### src/verilog/nids_cfg_pkg.sv
package nids_cfg_pkg;

  // Widths and sizes shared by the matcher datapath

  // One payload byte per cycle
  localparam int CHAR_W = 8;

  // Automaton state word
  // Wide enough for larger rule sets than the single one compiled here
  localparam int STATE_W = 11;

  // Stream identifier carried with each packet
  localparam int STREAM_W = 6;

  // Committed match counter
  localparam int COUNT_W = 16;

  // Cycles from the framed end of packet to the commit strobe
  // Covers the automaton and its output register
  localparam int COMMIT_DELAY = 3;

endpackage
### src/verilog/nids_flow_pkg.sv
package nids_flow_pkg;

  // Bundles that travel between the pipeline stages

  // One byte with its valid bit
  // Framer to context unit
  typedef struct packed {
    logic                            valid;
    logic [nids_cfg_pkg::CHAR_W-1:0] data;
  } char_beat_t;

  // Packet control from the framer
  // load_state and commit are single-cycle strobes
  // stream_id and new_stream are held for the whole packet
  typedef struct packed {
    logic                              load_state;
    logic                              commit;
    logic [nids_cfg_pkg::STREAM_W-1:0] stream_id;
    logic                              new_stream;
  } pkt_ctrl_t;

  // Enable write into the per-stream rule table
  typedef struct packed {
    logic                              wr;
    logic [nids_cfg_pkg::STREAM_W-1:0] wr_stream;
    logic                              wr_enable;
  } cfg_write_t;

endpackage

### src/verilog/nids_top.sv
`timescale 1ns/1ps

module nids_top #(
  parameter int NUM_STREAMS = 64
) (
  input  logic                              clk,
  input  logic                              rst_n,
  input  nids_flow_pkg::char_beat_t         in_byte,
  input  logic                              sop,
  input  logic                              eop,
  input  logic                              new_stream,
  input  logic [nids_cfg_pkg::STREAM_W-1:0] stream_id,
  input  nids_flow_pkg::cfg_write_t         cfg,
  output logic [nids_cfg_pkg::COUNT_W-1:0]  count,
  output logic                              fired
);

  nids_flow_pkg::char_beat_t beat;
  nids_flow_pkg::pkt_ctrl_t  ctrl;
  logic                      enable;

  // Framing stage, byte register and packet strobes
  pkt_framer u_framer (
    .clk        (clk),
    .rst_n      (rst_n),
    .in_byte    (in_byte),
    .sop        (sop),
    .eop        (eop),
    .stream_id  (stream_id),
    .new_stream (new_stream),
    .beat       (beat),
    .ctrl       (ctrl)
  );

  // Rule enables beside the pipeline, looked up by the held stream id
  stream_enable_table #(
    .NUM_STREAMS (NUM_STREAMS)
  ) u_enable_table (
    .clk       (clk),
    .rst_n     (rst_n),
    .cfg       (cfg),
    .rd_stream (ctrl.stream_id),
    .enable    (enable)
  );

  // Stream context, automaton and counter
  regex_context_unit #(
    .NUM_STREAMS (NUM_STREAMS)
  ) u_context (
    .clk    (clk),
    .rst_n  (rst_n),
    .beat   (beat),
    .ctrl   (ctrl),
    .enable (enable),
    .count  (count),
    .fired  (fired)
  );

endmodule

### src/verilog/regex_context_unit.sv
`timescale 1ns/1ps

module regex_context_unit #(
  parameter int NUM_STREAMS = 64
) (
  input  logic                             clk,
  input  logic                             rst_n,
  input  nids_flow_pkg::char_beat_t        beat,
  input  nids_flow_pkg::pkt_ctrl_t         ctrl,
  input  logic                             enable,
  output logic [nids_cfg_pkg::COUNT_W-1:0] count,
  output logic                             fired
);

  // Saved automaton state, one word per stream
  logic [nids_cfg_pkg::STATE_W-1:0] state_mem [NUM_STREAMS];

  logic [nids_cfg_pkg::STATE_W-1:0] restored_state;
  logic [nids_cfg_pkg::STATE_W-1:0] state_out;
  logic                             accept_out;
  logic [nids_cfg_pkg::STATE_W-1:0] state_out_r;
  logic                             accept_out_r;
  logic                             spec_match;

  // Restore source for the packet start
  // New stream starts from the idle state, else resume where it stopped
  assign restored_state = ctrl.new_stream ? '0 : state_mem[ctrl.stream_id];

  // First byte and the restored state enter the automaton together,
  // its state register holds the result one cycle later
  ftp_site_exec_dfa u_dfa (
    .clk          (clk),
    .rst_n        (rst_n),
    .char_in      (beat.data),
    .char_in_vld  (beat.valid),
    .state_in     (restored_state),
    .state_in_vld (ctrl.load_state),
    .state_out    (state_out),
    .accept_out   (accept_out)
  );

  // Automaton outputs registered once for timing
  always_ff @(posedge clk)
  begin
    if (!rst_n)
      accept_out_r <= 1'b0;
    else
      accept_out_r <= accept_out;
  end

  always_ff @(posedge clk)
  begin
    state_out_r <= state_out;
  end

  // Save at commit only when the rule is on for this stream
  // a disabled stream keeps its older state
  always_ff @(posedge clk)
  begin
    if (ctrl.commit && enable)
      state_mem[ctrl.stream_id] <= state_out_r;
  end

  // Speculative per-packet flag and the committed counter
  always_ff @(posedge clk)
  begin
    if (!rst_n)
    begin
      count      <= '0;
      spec_match <= 1'b0;
    end
    else
    begin
      // Fresh flag for every packet
      if (ctrl.load_state)
        spec_match <= 1'b0;
      // Any accept in the packet sets it, later ones change nothing
      if (accept_out_r)
        spec_match <= 1'b1;
      if (ctrl.commit)
      begin
        if (enable)
        begin
          if (spec_match)
            count <= count + 1'b1;
        end
        else
          spec_match <= 1'b0;
      end
    end
  end

  // Level for the current packet
  assign fired = spec_match;

  // Restore and save of one stream must never overlap
  property p_load_commit_apart;
    @(posedge clk) disable iff (!rst_n)
      !(ctrl.load_state && ctrl.commit);
  endproperty

  a_load_commit_apart : assert property (p_load_commit_apart)
    else $error("regex_context_unit: load_state and commit together, stream=%h",
                ctrl.stream_id);

endmodule

### src/verilog/stream_enable_table.sv
`timescale 1ns/1ps

module stream_enable_table #(
  parameter int NUM_STREAMS = 64
) (
  input  logic                              clk,
  input  logic                              rst_n,
  input  nids_flow_pkg::cfg_write_t         cfg,
  input  logic [nids_cfg_pkg::STREAM_W-1:0] rd_stream,
  output logic                              enable
);

  // One rule enable per stream, all off after reset
  logic [NUM_STREAMS-1:0] enable_q;

  // Written by the configuration strobe, visible the next cycle
  always_ff @(posedge clk)
  begin
    if (!rst_n)
      enable_q <= '0;
    else if (cfg.wr)
      enable_q[cfg.wr_stream] <= cfg.wr_enable;
  end

  // Read port, sampled downstream at commit
  assign enable = enable_q[rd_stream];

  // Writes stay inside the table
  property p_wr_in_range;
    @(posedge clk) disable iff (!rst_n)
      cfg.wr |-> (cfg.wr_stream < NUM_STREAMS);
  endproperty

  a_wr_in_range : assert property (p_wr_in_range)
    else $error("stream_enable_table: write to stream %h beyond %0d entries",
                cfg.wr_stream, NUM_STREAMS);

endmodule

### src/verilog/ftp_site_exec_dfa.sv
`timescale 1ns/1ps

module ftp_site_exec_dfa (
  input  logic                             clk,
  input  logic                             rst_n,
  input  logic [nids_cfg_pkg::CHAR_W-1:0]  char_in,
  input  logic                             char_in_vld,
  input  logic [nids_cfg_pkg::STATE_W-1:0] state_in,
  input  logic                             state_in_vld,
  output logic [nids_cfg_pkg::STATE_W-1:0] state_out,
  output logic                             accept_out
);

  // State is the length of the matched prefix of "SITE EXEC"
  localparam logic [nids_cfg_pkg::STATE_W-1:0] FINAL_STATE = 9;

  logic [nids_cfg_pkg::STATE_W-1:0] state_q;
  logic [nids_cfg_pkg::STATE_W-1:0] base_state;
  logic [nids_cfg_pkg::STATE_W-1:0] next_state;
  logic                             accept_q;

  // Expected byte at each prefix position
  function automatic logic [nids_cfg_pkg::CHAR_W-1:0] pattern_char(
    input logic [nids_cfg_pkg::STATE_W-1:0] pos
  );
    logic [nids_cfg_pkg::CHAR_W-1:0] c;
    case (pos)
      0: c = 8'h53; // S
      1: c = 8'h49; // I
      2: c = 8'h54; // T
      3: c = 8'h45; // E
      4: c = 8'h20; // space
      5: c = 8'h45; // E
      6: c = 8'h58; // X
      7: c = 8'h45; // E
      8: c = 8'h43; // C
      default: c = '0;
    endcase
    return c;
  endfunction

  // One transition of the prefix automaton
  // 'S' occurs only at the head of the pattern, so any mismatch
  // falls back to either one matched byte or none
  function automatic logic [nids_cfg_pkg::STATE_W-1:0] step(
    input logic [nids_cfg_pkg::STATE_W-1:0] cur,
    input logic [nids_cfg_pkg::CHAR_W-1:0]  c
  );
    logic [nids_cfg_pkg::STATE_W-1:0] nxt;
    if ((cur < FINAL_STATE) && (c == pattern_char(cur)))
      nxt = cur + 1'b1;
    else if (c == pattern_char('0))
      nxt = 1;
    else
      nxt = '0;
    return nxt;
  endfunction

  // Loaded state takes over before the byte of the same cycle is applied
  always_comb
  begin
    base_state = state_in_vld ? state_in : state_q;
    next_state = char_in_vld ? step(base_state, char_in) : base_state;
  end

  always_ff @(posedge clk)
  begin
    if (!rst_n)
    begin
      state_q  <= '0;
      accept_q <= 1'b0;
    end
    else
    begin
      state_q  <= next_state;
      // Pulse only on the byte that completes the pattern
      accept_q <= char_in_vld && (next_state == FINAL_STATE);
    end
  end

  assign state_out  = state_q;
  assign accept_out = accept_q;

endmodule

### src/verilog/pkt_framer.sv
`timescale 1ns/1ps

module pkt_framer (
  input  logic                              clk,
  input  logic                              rst_n,
  input  nids_flow_pkg::char_beat_t         in_byte,
  input  logic                              sop,
  input  logic                              eop,
  input  logic [nids_cfg_pkg::STREAM_W-1:0] stream_id,
  input  logic                              new_stream,
  output nids_flow_pkg::char_beat_t         beat,
  output nids_flow_pkg::pkt_ctrl_t          ctrl
);

  logic                                beat_vld_q;
  logic [nids_cfg_pkg::CHAR_W-1:0]     beat_data_q;
  logic                                load_q;
  logic [nids_cfg_pkg::STREAM_W-1:0]   stream_q;
  logic                                new_q;
  // Bit 0 is the registered end of packet, the top bit is the commit strobe
  logic [nids_cfg_pkg::COMMIT_DELAY:0] commit_sr;

  // Control flops, cleared at reset
  always_ff @(posedge clk)
  begin
    if (!rst_n)
    begin
      beat_vld_q <= 1'b0;
      load_q     <= 1'b0;
      commit_sr  <= '0;
    end
    else
    begin
      beat_vld_q <= in_byte.valid;
      // Load strobe lines up with the registered first byte
      load_q     <= sop & in_byte.valid;
      commit_sr  <= {commit_sr[nids_cfg_pkg::COMMIT_DELAY-1:0], eop & in_byte.valid};
    end
  end

  // Byte payload and the stream tag held until the next packet
  always_ff @(posedge clk)
  begin
    beat_data_q <= in_byte.data;
    if (sop)
    begin
      stream_q <= stream_id;
      new_q    <= new_stream;
    end
  end

  assign beat = '{valid: beat_vld_q, data: beat_data_q};

  assign ctrl = '{load_state: load_q,
                  commit:     commit_sr[nids_cfg_pkg::COMMIT_DELAY],
                  stream_id:  stream_q,
                  new_stream: new_q};

  // Source keeps packets apart, next start only once the last commit is out
  property p_sop_after_commit;
    @(posedge clk) disable iff (!rst_n)
      sop |-> (commit_sr == '0);
  endproperty

  a_sop_after_commit : assert property (p_sop_after_commit)
    else $error("pkt_framer: sop while commit pending, commit_sr=%h", commit_sr);

endmodule

### config.mk
export PLATFORM = sky130hd
export DESIGN_NAME = nids_top
export DESIGN_NICKNAME = d
export VERILOG_FILES = /design/src/verilog/nids_cfg_pkg.sv /design/src/verilog/nids_flow_pkg.sv /design/src/verilog/nids_top.sv /design/src/verilog/regex_context_unit.sv /design/src/verilog/stream_enable_table.sv /design/src/verilog/ftp_site_exec_dfa.sv /design/src/verilog/pkt_framer.sv
export SDC_FILE = /design/constraint.sdc
export NUM_CORES = 1
export LEC_CHECK = 0
export BUFFER_PORTS_ARGS = -buffer_cell sky130_fd_sc_hd__buf_2
export CAP_MARGIN = 20
export CORE_ASPECT_RATIO = 1.1
export CORE_MARGIN = 8
export CORE_UTILIZATION = 53
export CTS_BUF_LIST = sky130_fd_sc_hd__clkbuf_8
export CTS_CLUSTER_DIAMETER = 100
export DETAILED_ROUTE_END_ITERATION = 7
export PLACE_DENSITY = 0.69
export RECOVER_POWER = 25
export SETUP_SLACK_MARGIN = 0.02
export SLEW_MARGIN = 40
export SYNTH_ARGS = -nofsm -noshare
export SYNTH_HDL_FRONTEND = slang
export SYNTH_SLANG_ARGS = --single-unit
### constraint.sdc
create_clock -name clk -period 10 [get_ports clk]
set_input_delay 2 -clock clk [delete_from_list [all_inputs] [get_ports clk]]
set_output_delay 2 -clock clk [all_outputs]
set_load 0.05 [all_outputs]
After elaboration in Yosys (flattened, before gate mapping):

Memory sizes are Yosys's and may differ from the RTL's. A register that Yosys moved wholly into a read port is not among the register bits.
Index checks and enable logic that the tools add are counted.

* add/subtract/negate cells: 2
* multiply operators: 0
* divide/modulo/power cells: 0
* order comparisons: 4
* equal/unequal tests: 3
* shifts and indexed selects: 0
* multiplexer cells: 18
* bitwise operators: 2
* reductions and logical operators: 6

Operators by type and width (count)
* $bwmux 64: 1
* $mux 11: 4
* $add 16x1->16 const B: 1
* $lt 6x7->1 const B: 2
* $add 11x1->11 const B: 1
* $eq 11x4->1 const B: 1
* $lt 11x4->1 const B: 1
* $mux 1: 9
* $eq 8x7->1 const B: 1
* $eq 8x8->1: 1
* $mux 8: 1
* $logic_not 7->1: 1
* $bmux 1 s6: 1
* $demux 1 s6: 1
* $ge 6x1->1 const B: 1
* $mux 6: 1
* $logic_and 1x1->1: 4
* $reduce_and 3->1: 1
* $and 1x1->1: 2

* register bits: 126
* bits in latches: 0
* bits in writable memories: 704
* bits in read-only memories: 112
* output and inout bits: 17
* word-level logic and storage cells: 50
* memories: 2

Memory list
* u_context.state_mem: depth 64, bits a word 11, rd ports 1, clocked after memory_dff 1, wr ports 1, RTL line regex_context_unit.sv:16 `logic [nids_cfg_pkg::STATE_W-1:0] state_mem [NUM_STREAMS];`
* (name not given): depth 16, bits a word 7, rd ports 1, clocked after memory_dff 0, wr ports 0, RTL line ftp_site_exec_dfa.sv:27 `case (pos)`

Longest topological paths before layout:

* word-level depth: 10
* mapped depth: 19
* mapped depth without buffers: 13

Modules after synthesis:

Synthesis repeated with hierarchy kept, for this count alone.

* cells, all modules: 2227
* area total of the unflattened synthesis: 33950.1 um^2

Modules (own cells, without submodules)
* regex_context_unit: times used 1, cells an instance 1647, area each 28623.7 um^2
* stream_enable_table: times used 1, cells an instance 399, area each 3557.2 um^2
* ftp_site_exec_dfa: times used 1, cells an instance 150, area each 1206.2 um^2
* pkt_framer: times used 1, cells an instance 31, area each 563.0 um^2

Worst setup path after synthesis:

Ideal clock, no wire load.

* path type: reg2reg
* start: register (tool-made name)
* end: register u_context.u_dfa.state_q, in the netlist u_context.u_dfa.state_out[4]
* setup time: 87 ps
* arrival time: 4325 ps
* required time: 9913 ps
* path slack: 5587 ps
* stages on the path, launching flop included: 17
* buffers on the path: 6
* clock period less this slack: 4413 ps
* path through: dfxtp_1 > buf_4 > buf_2 > buf_2 > buf_2 > buf_2 > mux4_2 > mux2i_1 > a21oi_1 > a221oi_1 > inv_1 > ha_1 > a2111o_1 > a311o_1 > o41a_1 > buf_2 > nor4b_2

RTL lines
* end signal, assigned: RTL line ftp_site_exec_dfa.sv:75 `state_q <= next_state;`
* end, declared: RTL line ftp_site_exec_dfa.sv:17 `logic [nids_cfg_pkg::STATE_W-1:0] state_q;`

==> impl_metrics.ini <==
[worst_setup_path]
cpPeakStageDelay_ns = 0.82
crit_slowest_cell = dfxtp_4
crit_path_start_kind = flip-flop
cp_max_fo = 90
worstSetupPathType = flip-flop to flip-flop
crit_chain = buf_12 > mux4_2 > mux4_2 > nor2_1 > a21oi_1 > a221oi_2 > inv_1 > ha_1 > o21ai_0 > a211oi_1 > or3b_2 > nor4_1 > o21ai_0
critical_path_arrival_ns = 6.22
critPathCaptureType = flip-flop
critPathRequiredTime_ns = 10.62

[sta]
max-slew-margin-rel_pct = -107
slew_violations = 390
setup_viol = 0
hold_slack_ns = 0.348
max_freq_mhz = 179
min_period_ns = 5.60
rsz0062_at_grt = false
worstMarginPinSlew_ns = 3.10
min_period_over_period_pct = 56.0
hold_violations = 0
final.setup.worst_slack_ns = 4.40
tns_ns = 0
skew_ns = 0.0332

[die]
fp.coreArea_sq_mm = 0.0632
die-area_sq_mm = 0.0718
die_y_microns = 280
pin_count = 45
start_util_pct = 53.2
die_w_microns = 256
num_rows = 97

[cells_and_area]
regArea_sq_mm = 0.0239
layout.nets = 2167
drive_gt1_share_pct = 22.6
fin_util_pct = 59.2
syn_to_final_growth_pct = 11.2
multiInputGateArea_sq_mm = 0.00925
n_fill_cell = 4777

[logic_synthesis]
yosys_warnings = 0
ys_ff_latch = 836
ys_top_cells_by_area = edfxtp_1, mux4_2, dfxtp_1, mux2i_1, nand2_1
synthArstFlopShare_pct = 0
yosysTopAreaCell = edfxtp_1
synth_most_common_cell = edfxtp_1
synthCells = 2022
synth_commonest_cells = edfxtp_1, nand2_1, mux4_2, dfxtp_1, mux2i_1
synth_nets = 2055
synth_edf_count = 711
yosysSeqAreaShare_pct = 70.9
syn_area_sq_mm = 0.0336
synth_flop_cell = edfxtp_1
synthDominantCellAreaShare_pct = 63.5
ys_types = 73
avgSynthCellArea_sq_um = 16.6

[global_routing]
grt_max_degree = 103
grt_pass1_wl_mm = 121
grt_usage_pct = 22.4
overflow = 0
grt_pass1_vias = 19000
antenna_found_initial = 1

[detailed_routing]
route.met2.wl_mm = 39.9
ant_nets = 0
wl_mm = 80.4
dr.max_layer_used = met4
routedWlPerCell_microns = 26.1
vias = 18800
vias_per_cell = 6.10
drtIter0Drc = 2019
wl_met1_mm = 31.6
wl_met3_mm = 6.37
drc = 0
drt_pass1_iterations = 6

[clocking]
cts_hold_buffers = 0
numCtsBuffers = 135
cts.clk_slew.worst_paths_ns = 0.06
cts_tree = done
clk_path_buf_depth = 3
cts_resized = 0
cts_root_buf = clkbuf_8
cts_sinks = 836
cts_setup_buffers = 0
ctsHtreeMaxLevel = 4
clk-insertion-delay-late_ns = 0.78

[status]
violations = capacitance limit, slew limit
status = finished with violations

[placement]
port_buffers = 44
dp_slack_ns = 4.42
gp_congestion = 0.910
dp_hpwl_mm = 49.4

[power]
p_leak_uw = 0.0124
power_density_mw_per_mm2 = 187
vdd_drop_max_mv = 0.122

[run]
cap_violations = 6

[min_path]
min_path_type = flip-flop to flip-flop
==> path summary, 6_finish.rpt <==
| check | from | to | slack (ns) | cells after the start |
|---|---|---|---|---|
| max reg2reg | flip-flop | u_context.u_dfa.state_out[0]$_SDFF_PN0_ | 4.40 | 13 |
| max | flip-flop | u_context.u_dfa.state_out[0]$_SDFF_PN0_ | 4.40 | 13 |
| min | u_context.u_dfa.state_out[3]$_SDFF_PN0_ | u_context.state_out_r[3]$_DFF_P_ | 0.35 | 0 |
| min reg2reg | u_context.u_dfa.state_out[3]$_SDFF_PN0_ | u_context.state_out_r[3]$_DFF_P_ | 0.35 | 0 |
==> state kept, by name (all words and copies together) (netlist names), 4 cells and up, named ones only <==
name	flops
u_context.state_mem	704
u_framer.stream_q	6
u_framer.beat_data_q	8
u_context.count	16
u_enable_table.enable_q	64
u_context.u_dfa.state_out	11
u_framer.commit_sr	4
u_context.state_out_r	11
==> per-layer routing <==
metal	GRT usage [%]	vias to the layer above
met2	36.8	821
met4	8.84	0
met1	28.6	9636
li1	-	8171
met5	0	-
met3	5.69	157
==> kinds of logic after synthesis <==
| group | count (synthesis) | share of synthesized area (%) |
|---|---|---|
| xor gates and xnor gates | 18 | 0.469 |
| and+or+nand+nor | 512 | 7.22 |
| adders and majority gates | 5 | 0.186 |
| muxes | 284 | 14.4 |
| AOI/OAI and AO/OA | 224 | 4.78 |
| DFF | 836 | 70.9 |
| buffers and inverters | 143 | 1.96 |
==> power by group <==
group	internal, uW	switching [uW]	leakage [uW]	total [uW]
Sequential	3760	44.7	0.00753	3810
Combinational	184	255	0.00347	438
Clock	1420	1320	0.00142	2740
==> critical path: cells and delay by family, from the launching register on <==
family | cells | cell delay (ns)
compound gates | 5 | 1.17
fa+ha+maj | 1 | 0.31
buf+inv | 2 | 0.75
flops | 1 | 0.82
mux | 2 | 1.06
simple gates | 3 | 1.27
==> metrics by stage <==
step,area [sq um],total power [uW],std cells
2_1_floorplan,33600,4170,2022
3_3_place_gp,34800,4310,2837
3_5_place_dp,34900,4320,2837
4_1_cts,37400,7040,3078
5_1_grt,37400,7220,3080
6_report,37400,6990,3080
==> placed cells by master, fill, tap and decap left out, drive strengths merged, types with 11 or more instances in the layout <==
cell / Yosys / layout
edfxtp: 711 / 711
nand2: 195 / 195
mux4: 160 / 160
clkbuf: 67 / 143
dfxtp: 125 / 125
mux2i: 113 / 113
nor2: 100 / 100
buf: 58 / 99
nand3: 79 / 79
a21boi: 64 / 64
inv: 16 / 61
clkinv: 2 / 44
a22oi: 39 / 39
a21oi: 28 / 28
and2: 24 / 24
o21ai: 23 / 23
nor2b: 21 / 21
xnor2: 14 / 14
nand3b: 13 / 13
and3: 13 / 13
or3: 12 / 12
mux2: 11 / 11
==> layout make-up <==
| cell class | instances | share of cell area [%] |
|---|---|---|
| inverter | 18 | 0.181 |
| tap | 841 | 2.81 |
| timing repair buffer | 100 | 1.77 |
| antenna | 1 | 0.00669 |
| multi-input combinational | 1043 | 24.7 |
| clock inverter | 99 | 1.46 |
| clock buffer | 142 | 5.23 |
| sequential | 836 | 63.8 |
Power figures use the tool's default switching activity.
